==> src/hdl/load_pkg.sv <==
package load_pkg;

	// Data path geometry.
	localparam int unsigned BEAT_BYTES  = 8;
	localparam int unsigned BURST_BEATS = 16;
	localparam int unsigned BURST_BYTES = BEAT_BYTES * BURST_BEATS;

	// Largest read chunk in bursts, kept a power of two.
	localparam int unsigned UNIT_BURSTS = 4;

	// Convolution units fed round-robin.
	localparam int unsigned N_CONV_UNIT = 8;

	typedef logic [31:0]                      addr_t;
	typedef logic [24:0]                      nburst_t;
	// Valid bytes of the final burst, 8 to 128.
	typedef logic [7:0]                       last_bytes_t;
	typedef logic [31:0]                      byte_cnt_t;
	typedef logic [BEAT_BYTES*8-1:0]          beat_t;
	typedef logic [$clog2(N_CONV_UNIT)-1:0]   cu_sel_t;
	typedef logic [N_CONV_UNIT-1:0]           cu_mask_t;

	// One stream of a layer.
	typedef struct packed {
		addr_t       addr;
		nburst_t     nburst;
		last_bytes_t last_bytes;
	} stream_desc_t;

	typedef struct packed {
		stream_desc_t wei;
		stream_desc_t ftm;
	} layer_desc_t;

	// Read request for one chunk.
	typedef struct packed {
		addr_t   addr;
		nburst_t nburst;
	} rd_req_t;

	typedef enum logic [2:0] {
		ST_IDLE,
		ST_WEI_HOLD,
		ST_WEI_WAIT,
		ST_FTM_HOLD,
		ST_FTM_WAIT
	} load_state_t;

endpackage

==> src/hdl/beat_counter.sv <==
`timescale 1ns/1ps

module beat_counter
	import load_pkg::*;
(
	input  logic      aclk,
	input  logic      aresetn,
	input  logic      init_i,
	input  logic      beat_i,
	input  byte_cnt_t expect_i,
	output logic      pending_o,
	output cu_sel_t   cu_sel_o
);

	// Bytes received since layer start.
	byte_cnt_t count_r;
	cu_sel_t   sel_r;

	always_ff @(posedge aclk) begin
		if (!aresetn) begin
			count_r <= '0;
			sel_r   <= '0;
		end else if (init_i) begin
			count_r <= '0;
			sel_r   <= '0;
		end else if (beat_i) begin
			count_r <= count_r + byte_cnt_t'(BEAT_BYTES);
			// Next unit, wrapping after the last one.
			if (sel_r == cu_sel_t'(N_CONV_UNIT - 1)) begin
				sel_r <= '0;
			end else begin
				sel_r <= sel_r + cu_sel_t'(1);
			end
		end
	end

	// Chunk still open while the totals differ.
	assign pending_o = (count_r != expect_i);
	assign cu_sel_o  = sel_r;

endmodule

==> src/hdl/layer_loader.sv <==
`timescale 1ns/1ps

module layer_loader
	import load_pkg::*;
(
	input  logic        aclk,
	input  logic        aresetn,
	input  logic        desc_we_i,
	input  layer_desc_t desc_i,
	output logic        desc_ready_o,
	input  logic        wb_full_i,
	input  logic        fb_full_i,
	input  logic        wb_sufficient_i,
	output logic        rd_start_o,
	output rd_req_t     rd_req_o,
	input  logic        rd_beat_i,
	input  beat_t       rd_data_i,
	output cu_mask_t    wb_we_o,
	output cu_mask_t    fb_we_o,
	output beat_t       buf_data_o,
	output logic        layer_done_o
);

	// Weight stream.
	rd_req_t   wei_chunk;
	logic      wei_last;
	logic      wei_exhausted;
	byte_cnt_t wei_expect;
	logic      wei_pending;
	cu_sel_t   wei_cu_sel;
	logic      wei_init;
	logic      wei_advance;
	logic      wei_beat;

	// Feature-map stream.
	rd_req_t   ftm_chunk;
	logic      ftm_last;
	logic      ftm_exhausted;
	byte_cnt_t ftm_expect;
	logic      ftm_pending;
	cu_sel_t   ftm_cu_sel;
	logic      ftm_init;
	logic      ftm_advance;
	logic      ftm_beat;

	stream_chunker u_wei_chunker (
		.aclk        (aclk),
		.aresetn     (aresetn),
		.init_i      (wei_init),
		.advance_i   (wei_advance),
		.desc_i      (desc_i.wei),
		.chunk_o     (wei_chunk),
		.last_o      (wei_last),
		.exhausted_o (wei_exhausted),
		.expect_o    (wei_expect)
	);

	stream_chunker u_ftm_chunker (
		.aclk        (aclk),
		.aresetn     (aresetn),
		.init_i      (ftm_init),
		.advance_i   (ftm_advance),
		.desc_i      (desc_i.ftm),
		.chunk_o     (ftm_chunk),
		.last_o      (ftm_last),
		.exhausted_o (ftm_exhausted),
		.expect_o    (ftm_expect)
	);

	beat_counter u_wei_beats (
		.aclk      (aclk),
		.aresetn   (aresetn),
		.init_i    (wei_init),
		.beat_i    (wei_beat),
		.expect_i  (wei_expect),
		.pending_o (wei_pending),
		.cu_sel_o  (wei_cu_sel)
	);

	beat_counter u_ftm_beats (
		.aclk      (aclk),
		.aresetn   (aresetn),
		.init_i    (ftm_init),
		.beat_i    (ftm_beat),
		.expect_i  (ftm_expect),
		.pending_o (ftm_pending),
		.cu_sel_o  (ftm_cu_sel)
	);

	load_scheduler u_sched (
		.aclk            (aclk),
		.aresetn         (aresetn),
		.desc_we_i       (desc_we_i),
		.desc_ready_o    (desc_ready_o),
		.wb_full_i       (wb_full_i),
		.fb_full_i       (fb_full_i),
		.wb_sufficient_i (wb_sufficient_i),
		.rd_beat_i       (rd_beat_i),
		.rd_data_i       (rd_data_i),
		.rd_start_o      (rd_start_o),
		.rd_req_o        (rd_req_o),
		.wei_chunk_i     (wei_chunk),
		.wei_last_i      (wei_last),
		.wei_exhausted_i (wei_exhausted),
		.wei_pending_i   (wei_pending),
		.wei_cu_sel_i    (wei_cu_sel),
		.ftm_chunk_i     (ftm_chunk),
		.ftm_last_i      (ftm_last),
		.ftm_exhausted_i (ftm_exhausted),
		.ftm_pending_i   (ftm_pending),
		.ftm_cu_sel_i    (ftm_cu_sel),
		.wei_init_o      (wei_init),
		.wei_advance_o   (wei_advance),
		.wei_beat_o      (wei_beat),
		.ftm_init_o      (ftm_init),
		.ftm_advance_o   (ftm_advance),
		.ftm_beat_o      (ftm_beat),
		.wb_we_o         (wb_we_o),
		.fb_we_o         (fb_we_o),
		.buf_data_o      (buf_data_o),
		.layer_done_o    (layer_done_o)
	);

endmodule

==> src/hdl/load_scheduler.sv <==
`timescale 1ns/1ps

module load_scheduler
	import load_pkg::*;
(
	input  logic     aclk,
	input  logic     aresetn,
	input  logic     desc_we_i,
	output logic     desc_ready_o,
	input  logic     wb_full_i,
	input  logic     fb_full_i,
	input  logic     wb_sufficient_i,
	input  logic     rd_beat_i,
	input  beat_t    rd_data_i,
	output logic     rd_start_o,
	output rd_req_t  rd_req_o,
	input  rd_req_t  wei_chunk_i,
	input  logic     wei_last_i,
	input  logic     wei_exhausted_i,
	input  logic     wei_pending_i,
	input  cu_sel_t  wei_cu_sel_i,
	input  rd_req_t  ftm_chunk_i,
	input  logic     ftm_last_i,
	input  logic     ftm_exhausted_i,
	input  logic     ftm_pending_i,
	input  cu_sel_t  ftm_cu_sel_i,
	output logic     wei_init_o,
	output logic     wei_advance_o,
	output logic     wei_beat_o,
	output logic     ftm_init_o,
	output logic     ftm_advance_o,
	output logic     ftm_beat_o,
	output cu_mask_t wb_we_o,
	output cu_mask_t fb_we_o,
	output beat_t    buf_data_o,
	output logic     layer_done_o
);

	load_state_t state_r;
	load_state_t state_nxt;
	logic        accept;
	logic        ftm_active;

	assign desc_ready_o = (state_r == ST_IDLE);
	assign accept       = desc_we_i && desc_ready_o;

	// Weights until sufficient, then feature maps, then the rest of the weights.
	always_comb begin
		state_nxt    = state_r;
		layer_done_o = 1'b0;
		case (state_r)
			ST_IDLE: begin
				if (accept) begin
					state_nxt = ST_WEI_HOLD;
				end
			end
			ST_WEI_HOLD: begin
				if (!wb_full_i) begin
					state_nxt = ST_WEI_WAIT;
				end
			end
			ST_WEI_WAIT: begin
				if (!wei_pending_i) begin
					if (wei_last_i && ftm_exhausted_i) begin
						state_nxt    = ST_IDLE;
						layer_done_o = 1'b1;
					end else if (!ftm_exhausted_i && (wb_sufficient_i || wei_last_i)) begin
						state_nxt = ST_FTM_HOLD;
					end else begin
						state_nxt = ST_WEI_HOLD;
					end
				end
			end
			ST_FTM_HOLD: begin
				if (!fb_full_i) begin
					state_nxt = ST_FTM_WAIT;
				end
			end
			ST_FTM_WAIT: begin
				if (!ftm_pending_i) begin
					if (ftm_last_i && wei_exhausted_i) begin
						state_nxt    = ST_IDLE;
						layer_done_o = 1'b1;
					end else if (ftm_last_i) begin
						state_nxt = ST_WEI_HOLD;
					end else begin
						state_nxt = ST_FTM_HOLD;
					end
				end
			end
			default: state_nxt = ST_IDLE;
		endcase
	end

	always_ff @(posedge aclk) begin
		if (!aresetn) begin
			state_r <= ST_IDLE;
		end else begin
			state_r <= state_nxt;
		end
	end

	// Both streams load their first chunk on accept.
	assign wei_init_o = accept;
	assign ftm_init_o = accept;

	// A chunk ends in the first WAIT cycle with nothing pending.
	assign wei_advance_o = (state_r == ST_WEI_WAIT) && !wei_pending_i;
	assign ftm_advance_o = (state_r == ST_FTM_WAIT) && !ftm_pending_i;

	// Read issue, held back by the buffer full flags.
	assign ftm_active = (state_r == ST_FTM_HOLD) || (state_r == ST_FTM_WAIT);
	assign rd_start_o = ((state_r == ST_WEI_HOLD) && !wb_full_i)
		|| ((state_r == ST_FTM_HOLD) && !fb_full_i);
	assign rd_req_o   = ftm_active ? ftm_chunk_i : wei_chunk_i;

	// Beats outside a WAIT state are dropped.
	assign wei_beat_o = rd_beat_i && (state_r == ST_WEI_WAIT);
	assign ftm_beat_o = rd_beat_i && (state_r == ST_FTM_WAIT);

	assign wb_we_o    = wei_beat_o ? (cu_mask_t'(1) << wei_cu_sel_i) : '0;
	assign fb_we_o    = ftm_beat_o ? (cu_mask_t'(1) << ftm_cu_sel_i) : '0;
	assign buf_data_o = rd_data_i;

endmodule

==> src/hdl/stream_chunker.sv <==
`timescale 1ns/1ps

module stream_chunker
	import load_pkg::*;
(
	input  logic         aclk,
	input  logic         aresetn,
	input  logic         init_i,
	input  logic         advance_i,
	input  stream_desc_t desc_i,
	output rd_req_t      chunk_o,
	output logic         last_o,
	output logic         exhausted_o,
	output byte_cnt_t    expect_o
);

	// Bursts left after the current chunk.
	nburst_t     rema_r;
	nburst_t     nburst_r;
	addr_t       addr_r;
	last_bytes_t last_bytes_r;
	byte_cnt_t   expect_r;
	logic        last_r;
	logic        exhausted_r;

	// Next chunk, cut from the descriptor or from the bursts left.
	nburst_t     src_rema;
	last_bytes_t src_last_bytes;
	logic        take_last;
	nburst_t     take_bursts;
	byte_cnt_t   take_bytes;

	always_comb begin
		src_rema       = init_i ? desc_i.nburst : rema_r;
		src_last_bytes = init_i ? desc_i.last_bytes : last_bytes_r;
		take_last      = (src_rema <= nburst_t'(UNIT_BURSTS));
		if (take_last) begin
			take_bursts = src_rema;
			// Final burst only carries last_bytes.
			take_bytes  = byte_cnt_t'(src_rema - nburst_t'(1)) * BURST_BYTES
				+ byte_cnt_t'(src_last_bytes);
		end else begin
			take_bursts = nburst_t'(UNIT_BURSTS);
			take_bytes  = byte_cnt_t'(UNIT_BURSTS * BURST_BYTES);
		end
	end

	always_ff @(posedge aclk) begin
		if (!aresetn) begin
			rema_r      <= '0;
			expect_r    <= '0;
			last_r      <= 1'b0;
			exhausted_r <= 1'b1;
		end else if (init_i) begin
			rema_r      <= src_rema - take_bursts;
			expect_r    <= take_bytes;
			last_r      <= take_last;
			exhausted_r <= 1'b0;
		end else if (advance_i) begin
			if (last_r) begin
				exhausted_r <= 1'b1;
			end else begin
				rema_r   <= src_rema - take_bursts;
				expect_r <= expect_r + take_bytes;
				last_r   <= take_last;
			end
		end
	end

	always_ff @(posedge aclk) begin
		if (init_i) begin
			addr_r       <= desc_i.addr;
			nburst_r     <= take_bursts;
			last_bytes_r <= desc_i.last_bytes;
		end else if (advance_i && !last_r) begin
			// Step past the chunk just read.
			addr_r   <= addr_r + addr_t'(nburst_r) * addr_t'(BURST_BYTES);
			nburst_r <= take_bursts;
		end
	end

	assign chunk_o.addr   = addr_r;
	assign chunk_o.nburst = nburst_r;
	assign last_o         = last_r;
	assign exhausted_o    = exhausted_r;
	assign expect_o       = expect_r;

endmodule

==> config.mk <==
export PLATFORM = sky130hd
export DESIGN_NAME = layer_loader
export DESIGN_NICKNAME = d
export VERILOG_FILES = /design/src/hdl/load_pkg.sv /design/src/hdl/beat_counter.sv /design/src/hdl/layer_loader.sv /design/src/hdl/load_scheduler.sv /design/src/hdl/stream_chunker.sv
export SDC_FILE = /design/constraint.sdc
export NUM_CORES = 1
export LEC_CHECK = 0
export BUFFER_PORTS_ARGS = -buffer_cell sky130_fd_sc_hd__buf_2
export CAP_MARGIN = 5
export CORE_ASPECT_RATIO = 1.75
export CORE_UTILIZATION = 40
export DETAILED_ROUTE_END_ITERATION = 7
export GPL_ROUTABILITY_DRIVEN = 0
export PLACE_DENSITY = 0.69
export SYNTH_ARGS = -nofsm -noshare
export SYNTH_HDL_FRONTEND = slang
export SYNTH_SLANG_ARGS = --single-unit
==> constraint.sdc <==
create_clock -name aclk -period 25.8 [get_ports aclk]
set_input_delay 2.58 -clock aclk [delete_from_list [all_inputs] [get_ports aclk]]
set_output_delay 2.58 -clock aclk [all_outputs]
set_load 0.01 [all_outputs]
Word level (Yosys, flattened, before mapping) --
Cells that the tools add are included. Widths: inputs -> output; s select.
Storage, ports and cells: output and inout bits 140, flip-flop bits (word level) 321, word-level logic and storage cells 148, input port bits 201
Operators by class: shift operators 2, reductions and logical operators 35, mux-type cells 60, $lt $le $gt $ge 2, $add $sub $neg 14, bitwise gates (word level) 1, equal/unequal tests 15
Operators with widths (number):
- $mux 32 | 12
- $mux 25 | 14
- $add 32x32->32 | 4
- $add 32x4->32 const B | 2
- $add 32x8->32 | 2
- $ne 32x32->1 | 2
- $mux 57 | 1
- $le 25x3->1 const B | 2
- $sub 25x1->25 const B | 2
- $sub 25x25->25 | 2
- $mux 8 | 4
- $mux 3 | 9
- $mux 1 | 16
- $shl 1x3->8 const A | 2
- $pmux 3 s5 | 1
- $logic_and 1x1->1 | 12
- $reduce_bool 2->1 | 6
- $ne 2x2->1 const B | 5
- $eq 3x3->1 const B | 3
- $reduce_and 2->1 | 4
- $logic_not 1->1 | 7
- $add 3x1->3 const B | 2
- $eq 3x2->1 const B | 2
- $reduce_and 5->1 | 1
- other kinds (8) | 12

Longest topological paths before layout --
depth in word-level cells 10, mapped depth 36, gate-level depth less buffers 27

By module --
From an unflattened synthesis, not the netlist that was laid out.
Second synthesis, totals: cells, all modules 2880, area total of the unflattened synthesis 24723.7 µm²
Modules (own cells, without submodules):
- stream_chunker at u_wei_chunker | area an instance 9691.8 µm², cells each 1144, instances 1, seq. area each 3052.9 µm²
- stream_chunker at u_ftm_chunker | area an instance 9470.3 µm², cells each 1096, instances 1, seq. area each 3052.9 µm²
- beat_counter | area an instance 1886.8 µm², cells each 221, instances 2, seq. area each 640.6 µm²
- load_scheduler | area an instance 1788.0 µm², cells each 198, instances 1, seq. area each 60.1 µm²

Least setup slack after synthesis --
Ideal clock, no wire load.
path type input-to-reg, from input port desc_we_i, to register u_ftm_chunker.expect_r[31], in the netlist u_ftm_chunker.expect_o[31], required time 25.673 ns, setup slack 15.908 ns, path buffers 10, library setup time 0.127 ns, data arrival time 9.765 ns, stages 33, cells stage by stage or4b_1 -> buf_4 -> clkinv_4 -> buf_8 -> buf_6 -> buf_6 -> buf_4 -> buf_2 -> buf_2 -> buf_1 -> clkbuf_1 -> clkbuf_1 -> nand2_1 -> nand2_1 -> ha_1 -> ha_1 -> and2_1 -> nor4bb_1 -> nand4b_1 -> xor2_1 -> nor2_1 -> ha_1 -> inv_1 -> o21ai_0 -> a211o_1 -> a221oi_1 -> a211oi_1 -> o31a_1 -> o2111a_1 -> o31a_1 -> o21a_1 -> a2bb2oi_1 -> or3b_1
Between the ends: elaborated cells between the ends (all ways) 14, those cells by class add/sub (3); order compare (1); eq/ne (1); mux (6); reduce/logical (3)
RTL lines:
- start, declared | RTL line layer_loader.sv:8 | input logic desc_we_i,
- $logic_and 1x1->1 * | RTL line load_scheduler.sv:45 | assign accept = desc_we_i && desc_ready_o;
- $mux 8 * | RTL line stream_chunker.sv:35 | src_last_bytes = init_i ? desc_i.last_bytes : last_bytes_r;
- via u_ftm_chunker.src_last_bytes[7] | RTL line stream_chunker.sv:28 | last_bytes_t src_last_bytes;
- $add 32x8->32 * | RTL line stream_chunker.sv:41 | + byte_cnt_t'(src_last_bytes);
- $mux 32 * | RTL line stream_chunker.sv:37 | if (take_last) begin
- $add 32x32->32 | RTL line stream_chunker.sv:64 | expect_r <= expect_r + take_bytes;
- $mux 32 | RTL line stream_chunker.sv:60 | if (last_r) begin
- $mux 32 | RTL line stream_chunker.sv:59 | end else if (advance_i) begin
- $mux 32 * | RTL line stream_chunker.sv:54 | end else if (init_i) begin
- end signal, assigned | RTL line stream_chunker.sv:56 | expect_r <= take_bytes;
- end signal, assigned | RTL line stream_chunker.sv:64
- end, declared | RTL line stream_chunker.sv:22 | byte_cnt_t expect_r;
Mark *: on every way through the listed nets, which the timed path passes. The rest lies on a longest branch. The select of a mux whose other input is x is not followed. A chain may end at the register's enable or synchronous reset.

Final worst setup path --
from input port desc_we_i, to register u_wei_chunker.expect_r[30], in the netlist u_wei_chunker.expect_o[30]
Between the ends: cells in the longest elaborated chain, start to end 9, elaborated cells between the ends (all ways) 14, those cells by class add/sub (3); order compare (1); eq/ne (1); mux (6); reduce/logical (3)
RTL lines:
- $logic_and 1x1->1 * | RTL line load_scheduler.sv:45
- $mux 25 | RTL line stream_chunker.sv:34 | src_rema = init_i ? desc_i.nburst : rema_r;
- $sub 25x1->25 | RTL line stream_chunker.sv:40 | take_bytes = byte_cnt_t'(src_rema - nburst_t'(1)) * BURST_BYTES
- $add 32x8->32 | RTL line stream_chunker.sv:41
- $mux 32 | RTL line stream_chunker.sv:37
- $add 32x32->32 | RTL line stream_chunker.sv:64
- $mux 32 | RTL line stream_chunker.sv:60
- $mux 32 | RTL line stream_chunker.sv:59
- $mux 32 | RTL line stream_chunker.sv:54
- end signal, assigned | RTL line stream_chunker.sv:56
- end signal, assigned | RTL line stream_chunker.sv:64
- end, declared | RTL line stream_chunker.sv:22
Every way passes the cells marked *; elsewhere a longest branch is shown, timed or not. The select of a mux whose other input is x is not followed.

==> flow_summary_export.csv <==
group,metric,value,unit
run_status,status,"completed",
die,dieArea,60000,sq um
global_route,grt_start_max_net_pins,156,
logic_synthesis,yosys.area.top_type,"dfxtp_1",
detailed_routing,vias,21500,
detailed_routing,viasPerCell,5.73,
timing,layout_min_cycle_time,10220,ps
clock_tree,ctsHoldBuffers,0,
logic_synthesis,synth_top_area_frac,0.171,
worst_setup_path,critPathMaxFanout,155,
clock_tree,cts_setup_buffers,0,
logic_synthesis,synth_cell_type_count,99,
logic_synthesis,synthTopCellsByCount,"nor2_1 (315), nand2_1 (290), a21oi_1 (224), dfxtp_1 (201), xor2_1 (151)",
detailed_routing,drt-initial-drc-count,1102,
clock_tree,clk_latency,550,ps
clock_tree,cts_resized,0,
logic_synthesis,synth-seq-area-share,0.316,
logic_synthesis,synth_most_common_cell,"nor2_1",
clock_tree,clk_pin_slew_worst_paths,60,ps
clock_tree,cts_root_buffer,"clkbuf_16",
run,drv_cap,0,
timing,finClkSkew,21.5,ps
worst_setup_path,critPathRequiredTime,26270,ps
pwr,max-vdd-ir-drop,0.0600,mV
timing,setup_viol,0,
logic_synthesis,netlist_top_cells_area,"dfxtp_1 (17%), edfxtp_1 (15%), ha_1 (7.0%), xor2_1 (5.6%), nor2_1 (5.0%)",
clock_tree,htreeDepth,2,
placed_design,port_buffers,212,
global_route,antenna_found_initial,8,
worst_setup_path,critPathLaunchType,"input pin",
clock_tree,clockBufferDepth,3,
logic_synthesis,syn_area,23600,sq um
logic_synthesis,synth_edf_count,114,
detailed_routing,wirelength,74.1,mm
logic_synthesis,synthFlopType,"dfxtp_1",
logic_synthesis,netlist_instances,2846,
pwr,p_per_area,114,nW/um^2
timing,whs,449,ps
global_route,track_usage,0.243,
global_route,grt_overflow_total,0,
clock_tree,numCtsBuffers,36,
pwr,seq_power_share,0.287,
worst_hold_path,hp-class,"reg -> reg",
die,die_height,323,um
timing,relSlewSlack,0.205,
pwr,combPwrFrac,0.537,
timing,worst_slew_pin_slew,1180,ps
worst_setup_path,crit_type,"in -> reg",
logic_synthesis,avgSynthCellArea,8.28,sq um
final_layout,nNetsFinal,3294,
die,row_count,117,
detailed_routing,drc,0,
final_layout,nFillCells,5888,
die,io_pins,341,
timing,hold_violations,0,
final_layout,area_growth,10.6,%
global_route,grt_pass1_wl,114,mm
timing,rsz0062_at_grt,"false",
die,core_area,58300,sq um
die,die_width,186,um
final_layout,drive_gt1_frac,0.134,
logic_synthesis,yosysWarnings,0,
die,start_util,0.405,
pwr,swShare,0.450,
pwr,power_leakage,10.6,nW
timing,setup_tns,0,ps
pwr,internal_power,0.00163,W
clock_tree,cts_tree,"built",
clock_tree,cts.sinks,315,
timing,fmax,97.8,MHz
timing,drv_slew,0,
global_route,grt_pass1_vias,21200,
logic_synthesis,synth-async-reset-ratio,0,
worst_setup_path,cp-end-kind,"flip-flop",
detailed_routing,drtAntennaViolNets,0,
timing,fin_crit_sh,0.396,
logic_synthesis,yosys_register_bits,315,
worst_setup_path,max_stage_delay,740,ps
detailed_routing,wl_per_cell,19.7,um
detailed_routing,dr.pass1.iters,5,
worst_setup_path,worstPathArrival,10700,ps
pwr,power_frac_clock,0.176,
worst_setup_path,cpMaxStageDelayCell,"inv_8",
placed_design,dpl.hpwl,54.5,mm
pwr,p_switching,0.00134,W
-- cells in the final DEF, fill, tap and decap left out, types with 12 or more instances in the layout --
master and n:
a211oi_1 60, ha_1 132, nor4_1 42, buf_4 22, o31ai_1 13, conb_1 46, or3_1 22, o21ai_0 125
xor2_1 151, nand2b_1 19, a21oi_1 224, buf_2 212, mux2i_1 50, and2_1 34, a31oi_1 31, and3_1 36
xnor2_1 135, o211ai_1 12, nor2b_1 16, edfxtp_1 114, nand3_1 80, nand4_1 44, nand2_1 289, dfxtp_1 201
a21o_1 46, nor2_1 312, nor3_1 101, o311a_1 12, inv_1 57, o21a_1 18, o22ai_1 13, mux2_2 65
clkbuf_16 40
-- sequential cells by signal, summed over array words and instances (netlist names), 25 cells and up --
name / flops
u_ftm_beats.count_r: 29
u_ftm_chunker.addr_r: 32
u_ftm_chunker.expect_o: 32
u_ftm_chunker.nburst_r: 25
u_ftm_chunker.rema_r: 25
u_wei_beats.count_r: 29
u_wei_chunker.addr_r: 32
u_wei_chunker.expect_o: 32
u_wei_chunker.nburst_r: 25
u_wei_chunker.rema_r: 25
-- power groups by stage --
stage | registers, W | clock network [W] | logic (W)
2_1_floorplan | 0.000788 | 0 | 0.00122
3_5_place_dp | 0.000855 | 0 | 0.00157
3_3_place_gp | 0.000853 | 0 | 0.00155
5_1_grt | 0.000869 | 0.000553 | 0.00176
6_report | 0.000854 | 0.000524 | 0.00159
4_1_cts | 0.000845 | 0.000535 | 0.00158
-- cell type report --
cell class              count  area [sq um]  share of cell area
flip-flops and latches    315          7450               0.286
clock buffers              56          1140              0.0439
inverters                  62           240             0.00921
repair buffers            235          1250              0.0478
well taps                 773           967              0.0371
clock inverters             6          42.5             0.00163
multi-input cells        2307         15000               0.575
diodes                      1          2.50           0.0000960
-- metal layers --
metal,global-route usage,share of wire,vias to the layer above
met5,0,0.0011,-
met4,0.179,0.074,12
met3,0.0473,0.066,311
met2,0.442,0.50,742
met1,0.243,0.36,10100
li1,-,-,10400
-- worst paths after layout --
check,from,end,slack (ps),cells past startpoint
max,desc_we_i,u_wei_chunker.expect_o[30],15580,25
min,u_ftm_chunker.last_bytes_r[0],u_ftm_chunker.last_bytes_r[0],450,2
max reg2reg,u_sched.state_r[2],u_wei_chunker.expect_o[30],17110,24
min reg2reg,u_ftm_chunker.last_bytes_r[0],u_ftm_chunker.last_bytes_r[0],450,2
-- cells by family after synthesis --
family | share of synthesized area
AO/OA/AOI/OAI | 0.178
adder cells (fa/ha/maj) | 0.0734
multiplexers | 0.0535
flip-flops | 0.316
other | 0.000319
XOR/XNOR | 0.106
AND/OR/NAND/NOR | 0.216
buffers and inverters | 0.0569
-- critical path, delay by kind of cell --
| kind | cells | cell delay (ps) |
|---|---|---|
| compound gates | 9 | 2700 |
| fa+ha+maj | 2 | 590 |
| buf+inv | 6 | 2390 |
| mux | 1 | 400 |
| simple gates | 7 | 1810 |
-- per-stage QoR --
| stage | util | instance area [sq um] | total power (W) | setup WS (ps) | std cells |
|---|---|---|---|---|---|
| 2_1_floorplan | - | 23700 | 0.00201 | 15910 | 2890 |
| 3_3_place_gp | 0.427 | 24900 | 0.00241 | 15310 | 3692 |
| 3_5_place_dp | 0.427 | 24900 | 0.00243 | 15150 | 3692 |
| 4_1_cts | 0.448 | 26100 | 0.00296 | 15710 | 3754 |
| 5_1_grt | 0.448 | 26100 | 0.00318 | 14990 | 3754 |
| 6_report | 0.448 | 26100 | 0.00297 | 15580 | 3755 |
Power figures use the tool's default switching activity.
